**config.mk**
```make
export PLATFORM = sky130hd
export DESIGN_NAME = mbox_top
export DESIGN_NICKNAME = d
export VERILOG_FILES = /design/src/rtl/mbox_pkg.sv /design/src/rtl/mbox_top.sv /design/src/rtl/mbox_read_return.sv /design/src/rtl/mbox_sram_zeroize.sv /design/src/rtl/mbox_lock_regs.sv /design/src/rtl/mbox_access_decode.sv
export SDC_FILE = /design/constraint.sdc
export NUM_CORES = 1
export LEC_CHECK = 0
export BUFFER_PORTS_ARGS = -buffer_cell sky130_fd_sc_hd__buf_4
export CAP_MARGIN = 20
export CORE_MARGIN = 2
export CORE_UTILIZATION = 56
export CTS_CLUSTER_DIAMETER = 30
export CTS_CLUSTER_SIZE = 12
export DETAILED_ROUTE_END_ITERATION = 8
export GPL_TIMING_DRIVEN = 0
export HOLD_SLACK_MARGIN = 0.05
export PLACE_DENSITY = 0.88
export SETUP_SLACK_MARGIN = 0.1
export SLEW_MARGIN = 20
export SYNTH_ARGS = -nofsm -noshare
export SYNTH_HDL_FRONTEND = slang
export SYNTH_HIERARCHICAL = 1
export SYNTH_SLANG_ARGS = --single-unit
```
**constraint.sdc**
```tcl
create_clock -name clk -period 7.3 [get_ports clk]
set_clock_uncertainty 0.2 [all_clocks]
set_input_delay 0.365 -clock clk [delete_from_list [all_inputs] [get_ports clk]]
set_output_delay 0.365 -clock clk [all_outputs]
set_load 0.03 [all_outputs]
```
**src/rtl/mbox_pkg.sv**
```systemverilog
// Mailbox shared definitions
// Widths, SRAM geometry, register map, FSM encodings and the SRAM ECC code
package mbox_pkg;

    // Data types with a meaning
    typedef logic [31:0] mbox_user_t;
    typedef logic [15:0] mbox_paddr_t;
    typedef logic [31:0] mbox_data_t;
    typedef logic [6:0]  mbox_ecc_t;
    typedef logic [7:0]  mbox_sram_addr_t;
    typedef logic [31:0] mbox_dlen_t;

    // SRAM geometry, 32-bit words
    localparam int MBOX_SRAM_BYTES  = 1024;
    localparam int MBOX_SRAM_DEPTH  = MBOX_SRAM_BYTES / 4;
    localparam int MBOX_BYTE_ADDR_W = $clog2(MBOX_SRAM_BYTES);

    // Requester users
    localparam int         MBOX_NUM_USERS = 5;
    localparam mbox_user_t MBOX_DEF_USER  = 32'hFFFF_FFFF;

    ////////////////////////////////////////////////////////////////////////////
    // Address map
    localparam mbox_paddr_t MBOX_SRAM_BASE   = 16'h8000;
    localparam mbox_paddr_t MBOX_LOCK_OFS    = 16'h0000;
    localparam mbox_paddr_t MBOX_USER_OFS    = 16'h0004;
    localparam mbox_paddr_t MBOX_CMD_OFS     = 16'h0008;
    localparam mbox_paddr_t MBOX_DLEN_OFS    = 16'h000C;
    localparam mbox_paddr_t MBOX_EXECUTE_OFS = 16'h0010;
    localparam mbox_paddr_t MBOX_STATUS_OFS  = 16'h0014;

    typedef enum logic [2:0] {
        MBOX_REG_NONE,
        MBOX_REG_LOCK,
        MBOX_REG_USER,
        MBOX_REG_CMD,
        MBOX_REG_DLEN,
        MBOX_REG_EXECUTE,
        MBOX_REG_STATUS
    } mbox_reg_e;

    // Release-time SRAM clear
    typedef enum logic {
        ZERO_IDLE,
        ZERO_RUN
    } mbox_zero_e;

    ////////////////////////////////////////////////////////////////////////////
    // Hamming SEC-DED, 32 data bits and 7 check bits
    // Data sits on the code positions 3..38 that are not powers of two
    // Bit 6 is overall parity over data and the six Hamming bits
    function automatic mbox_ecc_t mbox_ecc_encode(input mbox_data_t data);
        mbox_ecc_t ecc;
        int        j;
        ecc = '0;
        j   = 0;
        for (int pos = 3; pos < 39; pos++) begin
            if ((pos & (pos - 1)) != 0) begin
                for (int k = 0; k < 6; k++) begin
                    if (pos[k]) begin
                        ecc[k] ^= data[j];
                    end
                end
                j++;
            end
        end
        ecc[6] = ^{data, ecc[5:0]};
        return ecc;
    endfunction

    // Low six bits give the failing position, bit 6 is set on odd error count
    function automatic mbox_ecc_t mbox_ecc_syndrome(input mbox_data_t data,
                                                    input mbox_ecc_t  ecc);
        mbox_ecc_t syn;
        syn    = mbox_ecc_encode(data) ^ ecc;
        syn[6] = ^{data, ecc};
        return syn;
    endfunction

endpackage
```
**src/rtl/mbox_top.sv**
```systemverilog
`timescale 1ns/1ns
// Mailbox controller top
// APB slave in front of a single ECC-protected SRAM with lock and release control
module mbox_top
    import mbox_pkg::*;
(
    input  logic                            clk,
    input  logic                            rst_b,
    // APB slave
    input  logic                            psel,
    input  logic                            penable,
    input  logic                            pwrite,
    input  mbox_paddr_t                     paddr,
    input  mbox_data_t                      pwdata,
    input  mbox_user_t                      pauser,
    output logic                            pready,
    output mbox_data_t                      prdata,
    output logic                            pslverr,
    // Straps
    input  mbox_user_t                      root_user,
    input  mbox_user_t [MBOX_NUM_USERS-1:0] valid_users,
    // SRAM port
    output logic                            sram_cs,
    output logic                            sram_we,
    output mbox_sram_addr_t                 sram_addr,
    output mbox_data_t                      sram_wdata,
    output mbox_ecc_t                       sram_wecc,
    input  mbox_data_t                      sram_rdata,
    input  mbox_ecc_t                       sram_recc,
    // Status to the system
    output logic                            soc_req_locked,
    output logic                            root_data_avail,
    output logic                            soc_data_avail,
    output logic                            ecc_single,
    output logic                            ecc_double
);

    // Decode to execute and result
    mbox_reg_e       reg_sel;
    logic            reg_wr;
    logic            reg_rd;
    logic            sram_req_cs;
    logic            sram_req_we;
    mbox_sram_addr_t sram_req_addr;
    logic            sram_rd_done;
    logic            access_err;

    // Execute and zeroize
    logic            lock_set;
    mbox_user_t      owner;
    mbox_data_t      reg_rdata;
    logic            release_pulse;
    mbox_dlen_t      max_dlen;
    logic            zero_busy;
    logic            zero_done;

    mbox_access_decode mbox_access_decode_i (
        .clk           (clk),
        .rst_b         (rst_b),
        .psel          (psel),
        .penable       (penable),
        .pwrite        (pwrite),
        .paddr         (paddr),
        .pauser        (pauser),
        .root_user     (root_user),
        .valid_users   (valid_users),
        .lock_set      (lock_set),
        .owner         (owner),
        .reg_sel       (reg_sel),
        .reg_wr        (reg_wr),
        .reg_rd        (reg_rd),
        .sram_req_cs   (sram_req_cs),
        .sram_req_we   (sram_req_we),
        .sram_req_addr (sram_req_addr),
        .sram_rd_done  (sram_rd_done),
        .access_err    (access_err)
    );

    mbox_lock_regs mbox_lock_regs_i (
        .clk             (clk),
        .rst_b           (rst_b),
        .reg_sel         (reg_sel),
        .reg_wr          (reg_wr),
        .reg_rd          (reg_rd),
        .pwdata          (pwdata),
        .pauser          (pauser),
        .root_user       (root_user),
        .zero_busy       (zero_busy),
        .zero_done       (zero_done),
        .lock_set        (lock_set),
        .owner           (owner),
        .reg_rdata       (reg_rdata),
        .release_pulse   (release_pulse),
        .max_dlen        (max_dlen),
        .soc_req_locked  (soc_req_locked),
        .root_data_avail (root_data_avail),
        .soc_data_avail  (soc_data_avail)
    );

    mbox_sram_zeroize mbox_sram_zeroize_i (
        .clk           (clk),
        .rst_b         (rst_b),
        .release_pulse (release_pulse),
        .max_dlen      (max_dlen),
        .sram_req_cs   (sram_req_cs),
        .sram_req_we   (sram_req_we),
        .sram_req_addr (sram_req_addr),
        .pwdata        (pwdata),
        .sram_cs       (sram_cs),
        .sram_we       (sram_we),
        .sram_addr     (sram_addr),
        .sram_wdata    (sram_wdata),
        .sram_wecc     (sram_wecc),
        .zero_busy     (zero_busy),
        .zero_done     (zero_done)
    );

    mbox_read_return mbox_read_return_i (
        .psel         (psel),
        .penable      (penable),
        .pwrite       (pwrite),
        .reg_rd       (reg_rd),
        .sram_rd_done (sram_rd_done),
        .access_err   (access_err),
        .reg_rdata    (reg_rdata),
        .sram_rdata   (sram_rdata),
        .sram_recc    (sram_recc),
        .pready       (pready),
        .prdata       (prdata),
        .pslverr      (pslverr),
        .ecc_single   (ecc_single),
        .ecc_double   (ecc_double)
    );

endmodule

```
**src/rtl/mbox_read_return.sv**
```systemverilog
`timescale 1ns/1ns
// Mailbox read return
// ECC check and correction of SRAM data, read data select, APB ready and error
module mbox_read_return
    import mbox_pkg::*;
(
    input  logic       psel,
    input  logic       penable,
    input  logic       pwrite,
    input  logic       reg_rd,
    input  logic       sram_rd_done,
    input  logic       access_err,
    input  mbox_data_t reg_rdata,
    input  mbox_data_t sram_rdata,
    input  mbox_ecc_t  sram_recc,
    output logic       pready,
    output mbox_data_t prdata,
    output logic       pslverr,
    output logic       ecc_single,
    output logic       ecc_double
);

    mbox_ecc_t  syndrome;
    mbox_data_t rdata_fixed;
    logic       access;

    ////////////////////////////////////////////////////////////////////////////
    // SRAM read ECC
    assign syndrome = mbox_ecc_syndrome(sram_rdata, sram_recc);

    // Flip the data bit at the failing code position
    always_comb begin : ecc_fix
        int j;
        rdata_fixed = sram_rdata;
        j           = 0;
        for (int pos = 3; pos < 39; pos++) begin
            if ((pos & (pos - 1)) != 0) begin
                if (syndrome[6] && syndrome[5:0] == pos[5:0]) begin
                    rdata_fixed[j] = ~sram_rdata[j];
                end
                j++;
            end
        end
    end

    // Odd error count is single and correctable
    // even and nonzero is double
    assign ecc_single = sram_rd_done & syndrome[6];
    assign ecc_double = sram_rd_done & ~syndrome[6] & (syndrome[5:0] != '0);

    ////////////////////////////////////////////////////////////////////////////
    // APB response
    assign access  = psel & penable;
    // Only the first cycle of an SRAM read waits
    assign pready  = access & (pwrite | reg_rd | access_err | sram_rd_done);
    assign pslverr = access & access_err;

    // Uncorrectable data is not returned
    always_comb begin
        if (sram_rd_done) begin
            prdata = ecc_double ? '0 : rdata_fixed;
        end else if (reg_rd) begin
            prdata = reg_rdata;
        end else begin
            prdata = '0;
        end
    end

endmodule

```
**src/rtl/mbox_sram_zeroize.sv**
```systemverilog
`timescale 1ns/1ns
// Mailbox SRAM zeroize and write path
// Clears the used SRAM words on release, otherwise passes APB requests with ECC
module mbox_sram_zeroize
    import mbox_pkg::*;
(
    input  logic            clk,
    input  logic            rst_b,
    input  logic            release_pulse,
    input  mbox_dlen_t      max_dlen,
    input  logic            sram_req_cs,
    input  logic            sram_req_we,
    input  mbox_sram_addr_t sram_req_addr,
    input  mbox_data_t      pwdata,
    output logic            sram_cs,
    output logic            sram_we,
    output mbox_sram_addr_t sram_addr,
    output mbox_data_t      sram_wdata,
    output mbox_ecc_t       sram_wecc,
    output logic            zero_busy,
    output logic            zero_done
);

    mbox_zero_e      state;
    mbox_sram_addr_t word_cnt;
    mbox_sram_addr_t end_word;
    mbox_dlen_t      end_byte;
    logic            running;

    // Last word to clear, word 0 at least, never past the array
    assign end_byte = max_dlen - 1'b1;

    always_comb begin
        if (max_dlen == '0) begin
            end_word = '0;
        end else if (max_dlen > MBOX_SRAM_BYTES) begin
            end_word = mbox_sram_addr_t'(MBOX_SRAM_DEPTH - 1);
        end else begin
            end_word = end_byte[MBOX_BYTE_ADDR_W-1:2];
        end
    end

    assign running   = (state == ZERO_RUN);
    assign zero_busy = running;
    assign zero_done = running & (word_cnt == end_word);

    // One word per cycle from word 0
    always_ff @(posedge clk or negedge rst_b) begin
        if (!rst_b) begin
            state    <= ZERO_IDLE;
            word_cnt <= '0;
        end else begin
            case (state)
                ZERO_IDLE: begin
                    if (release_pulse) begin
                        state    <= ZERO_RUN;
                        word_cnt <= '0;
                    end
                end
                ZERO_RUN: begin
                    if (zero_done) begin
                        state <= ZERO_IDLE;
                    end else begin
                        word_cnt <= word_cnt + 1'b1;
                    end
                end
                default: state <= ZERO_IDLE;
            endcase
        end
    end

    // SRAM port mux, clear has the port while running
    assign sram_cs    = running | sram_req_cs;
    assign sram_we    = running | sram_req_we;
    assign sram_addr  = running ? word_cnt : sram_req_addr;
    // Write data only driven for an APB write
    assign sram_wdata = (running || !sram_req_we) ? '0 : pwdata;
    assign sram_wecc  = mbox_ecc_encode(sram_wdata);

endmodule

```
**src/rtl/mbox_lock_regs.sv**
```systemverilog
`timescale 1ns/1ns
// Mailbox lock and registers
// Lock ownership, CMD/DLEN/EXECUTE/CMD_STATUS, release detection and status outputs
module mbox_lock_regs
    import mbox_pkg::*;
(
    input  logic       clk,
    input  logic       rst_b,
    input  mbox_reg_e  reg_sel,
    input  logic       reg_wr,
    input  logic       reg_rd,
    input  mbox_data_t pwdata,
    input  mbox_user_t pauser,
    input  mbox_user_t root_user,
    input  logic       zero_busy,
    input  logic       zero_done,
    output logic       lock_set,
    output mbox_user_t owner,
    output mbox_data_t reg_rdata,
    output logic       release_pulse,
    output mbox_dlen_t max_dlen,
    output logic       soc_req_locked,
    output logic       root_data_avail,
    output logic       soc_data_avail
);

    logic       rst_lock_req;
    logic       lock_bit;
    mbox_user_t owner_q;
    mbox_data_t cmd;
    mbox_dlen_t dlen;
    logic       execute;
    mbox_data_t cmd_status;
    logic       lock_rd;
    logic       owner_is_root;

    ////////////////////////////////////////////////////////////////////////////
    // Lock and owner

    // High for the first cycle out of reset, root takes the lock
    always_ff @(posedge clk or negedge rst_b) begin
        if (!rst_b) begin
            rst_lock_req <= 1'b1;
        end else begin
            rst_lock_req <= 1'b0;
        end
    end

    assign owner    = rst_lock_req ? root_user : owner_q;
    // Registers stay closed while the SRAM clears
    assign lock_set = lock_bit & ~zero_busy;
    assign lock_rd  = reg_rd & (reg_sel == MBOX_REG_LOCK);

    always_ff @(posedge clk or negedge rst_b) begin
        if (!rst_b) begin
            lock_bit <= 1'b1;
            owner_q  <= '0;
        end else begin
            // Read of a free lock takes it
            if (rst_lock_req) begin
                owner_q <= root_user;
            end else if (lock_rd && !lock_bit) begin
                owner_q <= pauser;
            end else if (release_pulse) begin
                owner_q <= '0;
            end
            // Lock held until the clear has finished
            if (zero_done) begin
                lock_bit <= 1'b0;
            end else if (lock_rd) begin
                lock_bit <= 1'b1;
            end
        end
    end

    ////////////////////////////////////////////////////////////////////////////
    // Mailbox registers

    // Writing 0 to EXECUTE hands the mailbox back
    assign release_pulse = reg_wr & (reg_sel == MBOX_REG_EXECUTE) & ~pwdata[0];

    always_ff @(posedge clk or negedge rst_b) begin
        if (!rst_b) begin
            cmd        <= '0;
            dlen       <= '0;
            execute    <= 1'b0;
            cmd_status <= '0;
        end else if (release_pulse) begin
            cmd        <= '0;
            dlen       <= '0;
            execute    <= 1'b0;
            cmd_status <= '0;
        end else if (reg_wr) begin
            case (reg_sel)
                MBOX_REG_CMD:     cmd        <= pwdata;
                MBOX_REG_DLEN:    dlen       <= pwdata;
                MBOX_REG_EXECUTE: execute    <= pwdata[0];
                MBOX_REG_STATUS:  cmd_status <= pwdata;
                default:          ;
            endcase
        end
    end

    // Largest DLEN of this lock bounds the clear
    always_ff @(posedge clk or negedge rst_b) begin
        if (!rst_b) begin
            max_dlen <= '0;
        end else if (zero_done) begin
            max_dlen <= '0;
        end else if (reg_wr && reg_sel == MBOX_REG_DLEN && pwdata > max_dlen) begin
            max_dlen <= pwdata;
        end
    end

    // Register read mux
    always_comb begin
        case (reg_sel)
            MBOX_REG_LOCK:    reg_rdata = mbox_data_t'(lock_bit);
            MBOX_REG_USER:    reg_rdata = owner;
            MBOX_REG_CMD:     reg_rdata = cmd;
            MBOX_REG_DLEN:    reg_rdata = dlen;
            MBOX_REG_EXECUTE: reg_rdata = mbox_data_t'(execute);
            MBOX_REG_STATUS:  reg_rdata = cmd_status;
            default:          reg_rdata = '0;
        endcase
    end

    ////////////////////////////////////////////////////////////////////////////
    // Status outputs
    assign owner_is_root = (owner == root_user);

    // SoC asked for the lock while root holds it
    always_ff @(posedge clk or negedge rst_b) begin
        if (!rst_b) begin
            soc_req_locked <= 1'b0;
        end else begin
            soc_req_locked <= lock_rd & lock_set & owner_is_root & (pauser != root_user);
        end
    end

    assign root_data_avail = execute & owner_is_root;
    assign soc_data_avail  = execute & ~owner_is_root;

endmodule

```
**src/rtl/mbox_access_decode.sv**
```systemverilog
`timescale 1ns/1ns
// Mailbox access decode
// Checks requester user and lock ownership, maps each APB access to a register or SRAM
module mbox_access_decode
    import mbox_pkg::*;
(
    input  logic                            clk,
    input  logic                            rst_b,
    input  logic                            psel,
    input  logic                            penable,
    input  logic                            pwrite,
    input  mbox_paddr_t                     paddr,
    input  mbox_user_t                      pauser,
    input  mbox_user_t                      root_user,
    input  mbox_user_t [MBOX_NUM_USERS-1:0] valid_users,
    input  logic                            lock_set,
    input  mbox_user_t                      owner,
    output mbox_reg_e                       reg_sel,
    output logic                            reg_wr,
    output logic                            reg_rd,
    output logic                            sram_req_cs,
    output logic                            sram_req_we,
    output mbox_sram_addr_t                 sram_req_addr,
    output logic                            sram_rd_done,
    output logic                            access_err
);

    logic        rd_pend;
    logic        first_access;
    logic        user_valid;
    logic        is_root;
    logic        has_perm;
    logic        in_sram;
    logic        sram_in_range;
    mbox_paddr_t sram_ofs;

    // Second access cycle of an SRAM read carries no new request
    assign first_access = psel & penable & ~rd_pend;

    ////////////////////////////////////////////////////////////////////////////
    // Requester checks

    // Strap users, default user and root are all valid
    always_comb begin
        user_valid = (pauser == MBOX_DEF_USER) | is_root;
        for (int i = 0; i < MBOX_NUM_USERS; i++) begin
            user_valid |= (pauser == valid_users[i]);
        end
    end

    assign is_root  = (pauser == root_user);
    // Owner or root, and only while the lock is held and not clearing
    assign has_perm = lock_set & (is_root | (pauser == owner));

    ////////////////////////////////////////////////////////////////////////////
    // Address map
    assign in_sram       = (paddr >= MBOX_SRAM_BASE);
    assign sram_in_range = (paddr < MBOX_SRAM_BASE + MBOX_SRAM_BYTES);
    assign sram_ofs      = paddr - MBOX_SRAM_BASE;
    assign sram_req_addr = sram_ofs[MBOX_BYTE_ADDR_W-1:2];

    always_comb begin
        reg_sel = MBOX_REG_NONE;
        if (!in_sram) begin
            case (paddr)
                MBOX_LOCK_OFS:    reg_sel = MBOX_REG_LOCK;
                MBOX_USER_OFS:    reg_sel = MBOX_REG_USER;
                MBOX_CMD_OFS:     reg_sel = MBOX_REG_CMD;
                MBOX_DLEN_OFS:    reg_sel = MBOX_REG_DLEN;
                MBOX_EXECUTE_OFS: reg_sel = MBOX_REG_EXECUTE;
                MBOX_STATUS_OFS:  reg_sel = MBOX_REG_STATUS;
                default:          reg_sel = MBOX_REG_NONE;
            endcase
        end
    end

    // Register reads need no lock, SRAM accesses and register writes do
    assign access_err = first_access &
                        (~user_valid |
                         (in_sram & (~sram_in_range | ~has_perm)) |
                         (~in_sram & ((reg_sel == MBOX_REG_NONE) | (pwrite & ~has_perm))));

    // Accepted register strobes
    assign reg_wr = first_access & ~access_err & ~in_sram & pwrite;
    assign reg_rd = first_access & ~access_err & ~in_sram & ~pwrite;

    // Accepted SRAM request, one per access
    assign sram_req_cs = first_access & ~access_err & in_sram;
    assign sram_req_we = sram_req_cs & pwrite;

    // Read data returns one cycle after the request
    always_ff @(posedge clk or negedge rst_b) begin
        if (!rst_b) begin
            rd_pend <= 1'b0;
        end else begin
            rd_pend <= sram_req_cs & ~pwrite;
        end
    end

    assign sram_rd_done = rd_pend;

endmodule

```
==> summary.md <==
| Metric | Value |
|---|---|
| Critical path type | `flop to output pin` |
| Fin crit period | `6.90 ns` |
| IO Count | `between 400 and 500` |
| Die W | `approximately 170 um` |
| Initial antenna violation count | `0` |
| R2R setup slack | `about 0.47 ns` |
| Via count | `about 17k` |
| Clock Path Buffers | `2` |
| Cell count after synthesis | `about 1.9k` |
| Yosys reg bits | `~170` |
| Mapped Avg Cell Area | `about 8.7 um^2` |
| Vias in the first global route | `about 17k` |
| First-pass GRT wire length | `99.4 mm` |
| Final wirelength | `around 66 mm` |
| CTS tree | `yes` |
| PortBufs | `403` |
| H-tree levels | `4` |
| Cell Pwr Density | `148 mW/mm^2` |
| Critical path endpoint category | `output pin` |
| Root Buffer | `clkbuf_16` |
| Area Overhead vs Synth | `30.9%` |
| Number of remaining DRC errors | `7` |
| Antenna Cells | `0` |
| Design area | `approximately 0.021 mm^2` |
| Worst skew pair latency | `~0.45 ns` |
| Inserted Clock Buffers | `17` |
| Worst-path clk slew | `around 0.09 ns` |
| Starting Density | `56.9%` |
| Top cells by area, synth | `dfrtp_1 26%, xor2_1 15%, xnor2_1 7.5%` |
| Finish-stage setup viols | `0` |
| Final hold vios | `0` |
| Die area | `0.0305 mm^2` |
| Critical path's slowest cell | `nor4_1` |
| Worst Hold Depth | `3` |
| P_leak | `approximately 10 nW` |
| Post-DP HPWL | `about 50 mm` |
| Mapped cell area | `0.0163 mm^2` |
| Worst EP required | `roughly 6.7 ns` |
| Final ANT Viol Nets | `0` |
| Initial DRC count | `between 2k and 2.5k` |
| RePlAce Congestion | `around 1.0` |
| Delay of the slowest critical-path stage | `a little over 0.6 ns` |
| Setup_tns | `0 ns` |
| Layout cells sized above 1 | `approximately a quarter` |
| Post-Syn Nets | `between 2k and 2.5k` |
| Cell area after placement | `0.0199 mm^2` |
| Slew margin rel. | `26.8%` |
| Synth top area share | `a little over a quarter` |
| Largest area contributor in the netlist | `dfrtp_1` |
| Hold_sp | `root_user[21]` |
| Vias/cell | `6.11` |
| WHS Endpoint | `mbox_lock_regs_i/owner_q[21]$_DFFE_PN0P_` |
| Outcome | `finished with violations` |
| Failing checks | `design-rule violations` |
| Top FF cell, synth | `dfrtp_1` |
| Sink Count | `about 170` |
| Gr usage total | `42.4%` |
| Max FO, Critical Path | `10` |
| Final period util | `a little over nine tenths` |
| Core Box Area | `between 0.02 and 0.03 mm^2` |
| Asr flop ratio synth | `100%` |
| Maxcap violations | `0` |
| Site Rows | `between 60 and 70` |
| Avg WL per Cell | `around 24 um` |
| Final Slew Violations | `0` |
| WHS | `0.0682 ns` |
| Type of origin of the critical path | `flop` |
| Worst-Margin Slew | `1.09 ns` |
| Post-synth EDFFs | `0` |
| CP dominant cell by count | `xnor2_1` |
| First-pass detailed-route iteration total | `9` |
| Fillers | `between 2k and 2.5k` |
| Largest net degree at the start of global routing | `approximately 100` |
| Fmax | `about 150 MHz` |
| Final net count | `2736` |
| FF-to-FF End | `mbox_sram_zeroize_i/word_cnt[6]$_DFFE_PN0P_` |
| Worst VDD drop | `between 100 and 150 uV` |
| Post-synthesis sequential area ratio | `a little over a quarter` |
| Yosys warnings | `6` |
| CP cell instances | `clkbuf_1 -> buf_1 -> mux2_2 -> xor2_1 -> nor4_1 -> nand4_1 -> nor2_1 -> o21ai_2 -> a2111oi_4 -> and2_1 -> nor2b_1 -> clkbuf_1 -> nand2_1 -> xnor2_1 -> xnor2_1 -> xnor2_1 -> xnor3_1 -> buf_4` |
| Unique cell type count in the Yosys netlist | `a little under 90` |
| Worst r2r src | `mbox_lock_regs_i/rst_lock_req$_DFF_PN1_` |
| Unrepaired setup endpoints after global routing | `no` |
| Hold WC Path Type | `primary input to flop` |
| DIE HEIGHT | `roughly 170 um` |
| Worst Reg-to-Reg Cells | `17` |
| Critical path arrival | `around 6.3 ns` |
| Grt total ovfl | `0` |
## routing by layer
metal	vias up	global-route usage, %	routed length (um)
met2	1098	69.0	30700
li1	7528	-	-
met4	0	18.1	3130
met3	196	7.53	6820
met5	-	0	0
met1	8201	55.6	25500
## cell type report
class / instances / area (um^2) / share of cell area [%]
repair buffers: 491 / 3930 / 18.4
flip-flops and latches: 174 / 4360 / 20.4
well taps: 384 / 480 / 2.25
clock inverters: 15 / 201 / 0.943
inverters: 81 / 304 / 1.42
clock buffers: 17 / 425 / 1.99
multi-input cells: 1490 / 10900 / 51.0
plain buffers: 132 / 767 / 3.59
## critical path: cells and delay by family (launching register included)
| kind | cells | cell delay (ns) |
|---|---|---|
| DFF | 1 | 0.52 |
| muxes | 1 | 0.46 |
| and+or+nand+nor | 6 | 1.80 |
| AOI/OAI and AO/OA | 2 | 0.49 |
| xor gates and xnor gates | 5 | 1.16 |
| buffers and inverters | 4 | 1.44 |
## stage by stage
stage                     setup WS [ns]  instances  power [mW]  utilization, %
final                             0.404       2784        3.17            74.5
after global routing              0.213       2784        3.28            74.5
after CTS                         0.477       2784        3.13            74.4
after detailed placement          0.498       2665        2.11            69.2
after global placement            0.157       2664        2.10            69.1
after floorplan                    2.07       1877        1.70               -
## layout by cell type, fill, tap and decap left out, drive strengths merged, types with 7 or more instances in the layout
master       netlist  routed
nor2              42      42
buf               73     477
nand2            269     269
o21ai             53      53
a21o              10      10
or4                8       8
ha                33      33
dlygate4sd3        0      87
inv               81      89
clkinv             0       7
a221o             33      33
nor2b             13      13
clkbuf            59      76
xnor3             19      19
dfrtp            172     172
nand3             18      18
xnor2            140     140
and2              39      39
nand4             45      45
mux2              34      34
nand2b            70      70
a22o              34      34
xor2             278     278
nor3              18      18
a222oi            32      32
mux2i             33      33
nand3b             8       8
nor4              77      77
a21oi            112     112
## cells in the mapped netlist (10+ instances only)
| library cell | number |
|---|---|
| xor2_1 | 278 |
| nand2_1 | 269 |
| dfrtp_1 | 172 |
| xnor2_1 | 139 |
| a21oi_1 | 110 |
| inv_1 | 81 |
| nor4_1 | 73 |
| nand2b_1 | 70 |
| clkbuf_1 | 59 |
| nand4_1 | 43 |
| nor2_1 | 41 |
| and2_1 | 38 |
| a22o_1 | 34 |
| mux2_2 | 34 |
| ha_1 | 33 |
| mux2i_1 | 33 |
| o21ai_0 | 33 |
| a221o_1 | 32 |
| a222oi_1 | 32 |
| buf_2 | 28 |
| o21ai_1 | 19 |
| buf_6 | 18 |
| nand3_1 | 18 |
| xnor3_1 | 18 |
| buf_4 | 14 |
| nor2b_1 | 13 |
| nor3_1 | 13 |
| buf_1 | 10 |
## cells by family (layout without fill, tap and decap cells)
| logic type | after synthesis | in the layout | synth area share (%) |
|---|---|---|---|
| AO/OA/AOI/OAI | 317 | 317 | 14.1 |
| AND/OR/NAND/NOR | 633 | 633 | 20.3 |
| flip-flops | 174 | 174 | 26.7 |
| multiplexers | 67 | 67 | 4.37 |
| XOR/XNOR | 439 | 439 | 25.4 |
| buffers and inverters | 213 | 736 | 6.56 |
| adder cells (fa/ha/maj) | 33 | 33 | 2.53 |
| other | 1 | 1 | 0.0230 |
## how the worst max path moves through the flow
stage | slack, ns | endpoint | startpoint
floorplan | 2.07 | mbox_sram_zeroize_i/word_cnt[6]$_DFFE_PN0P_ | mbox_lock_regs_i/rst_lock_req$_DFF_PN1_
global placement | 0.16 | mbox_sram_zeroize_i/word_cnt[6]$_DFFE_PN0P_ | mbox_lock_regs_i/rst_lock_req$_DFF_PN1_
detailed placement | 0.50 | mbox_sram_zeroize_i/word_cnt[6]$_DFFE_PN0P_ | mbox_lock_regs_i/rst_lock_req$_DFF_PN1_
CTS | 0.48 | mbox_sram_zeroize_i/word_cnt[6]$_DFFE_PN0P_ | mbox_lock_regs_i/rst_lock_req$_DFF_PN1_
global route | 0.21 | sram_wecc[6] | mbox_lock_regs_i/rst_lock_req$_DFF_PN1_
finish | 0.40 | sram_wecc[6] | mbox_lock_regs_i/rst_lock_req$_DFF_PN1_
## power breakdown
| part | internal [mW] | total, mW | switching, mW |
|---|---|---|---|
| clock | 0.476 | 0.977 | 0.501 |
| sequential | 0.979 | 0.997 | 0.0179 |
| combinational | 0.526 | 1.19 | 0.667 |
## timing repair
| item | CTS | global route |
|---|---|---|
| hold buffers | 87 | 0 |
| buffers inserted | 0 | 0 |
| setup endpoints to repair | 0 | 2 |
| gates resized for setup | 0 | 1 |
| hold endpoints to repair | 189 | 0 |
## state kept, by name (all words and copies together), names as in the netlist
name,count
mbox_lock_regs_i/max_dlen,32
mbox_lock_regs_i/rst_lock_req,1
mbox_access_decode_i/sram_rd_done,1
mbox_sram_zeroize_i/word_cnt,8
mbox_lock_regs_i/lock_bit,1
mbox_lock_regs_i/owner_q,32
mbox_sram_zeroize_i/zero_busy,1
mbox_lock_regs_i/soc_req_locked,1
mbox_lock_regs_i/cmd,32
mbox_lock_regs_i/execute,1
mbox_lock_regs_i/dlen,32
mbox_lock_regs_i/cmd_status,32
(Power assumes the default switching activity.)
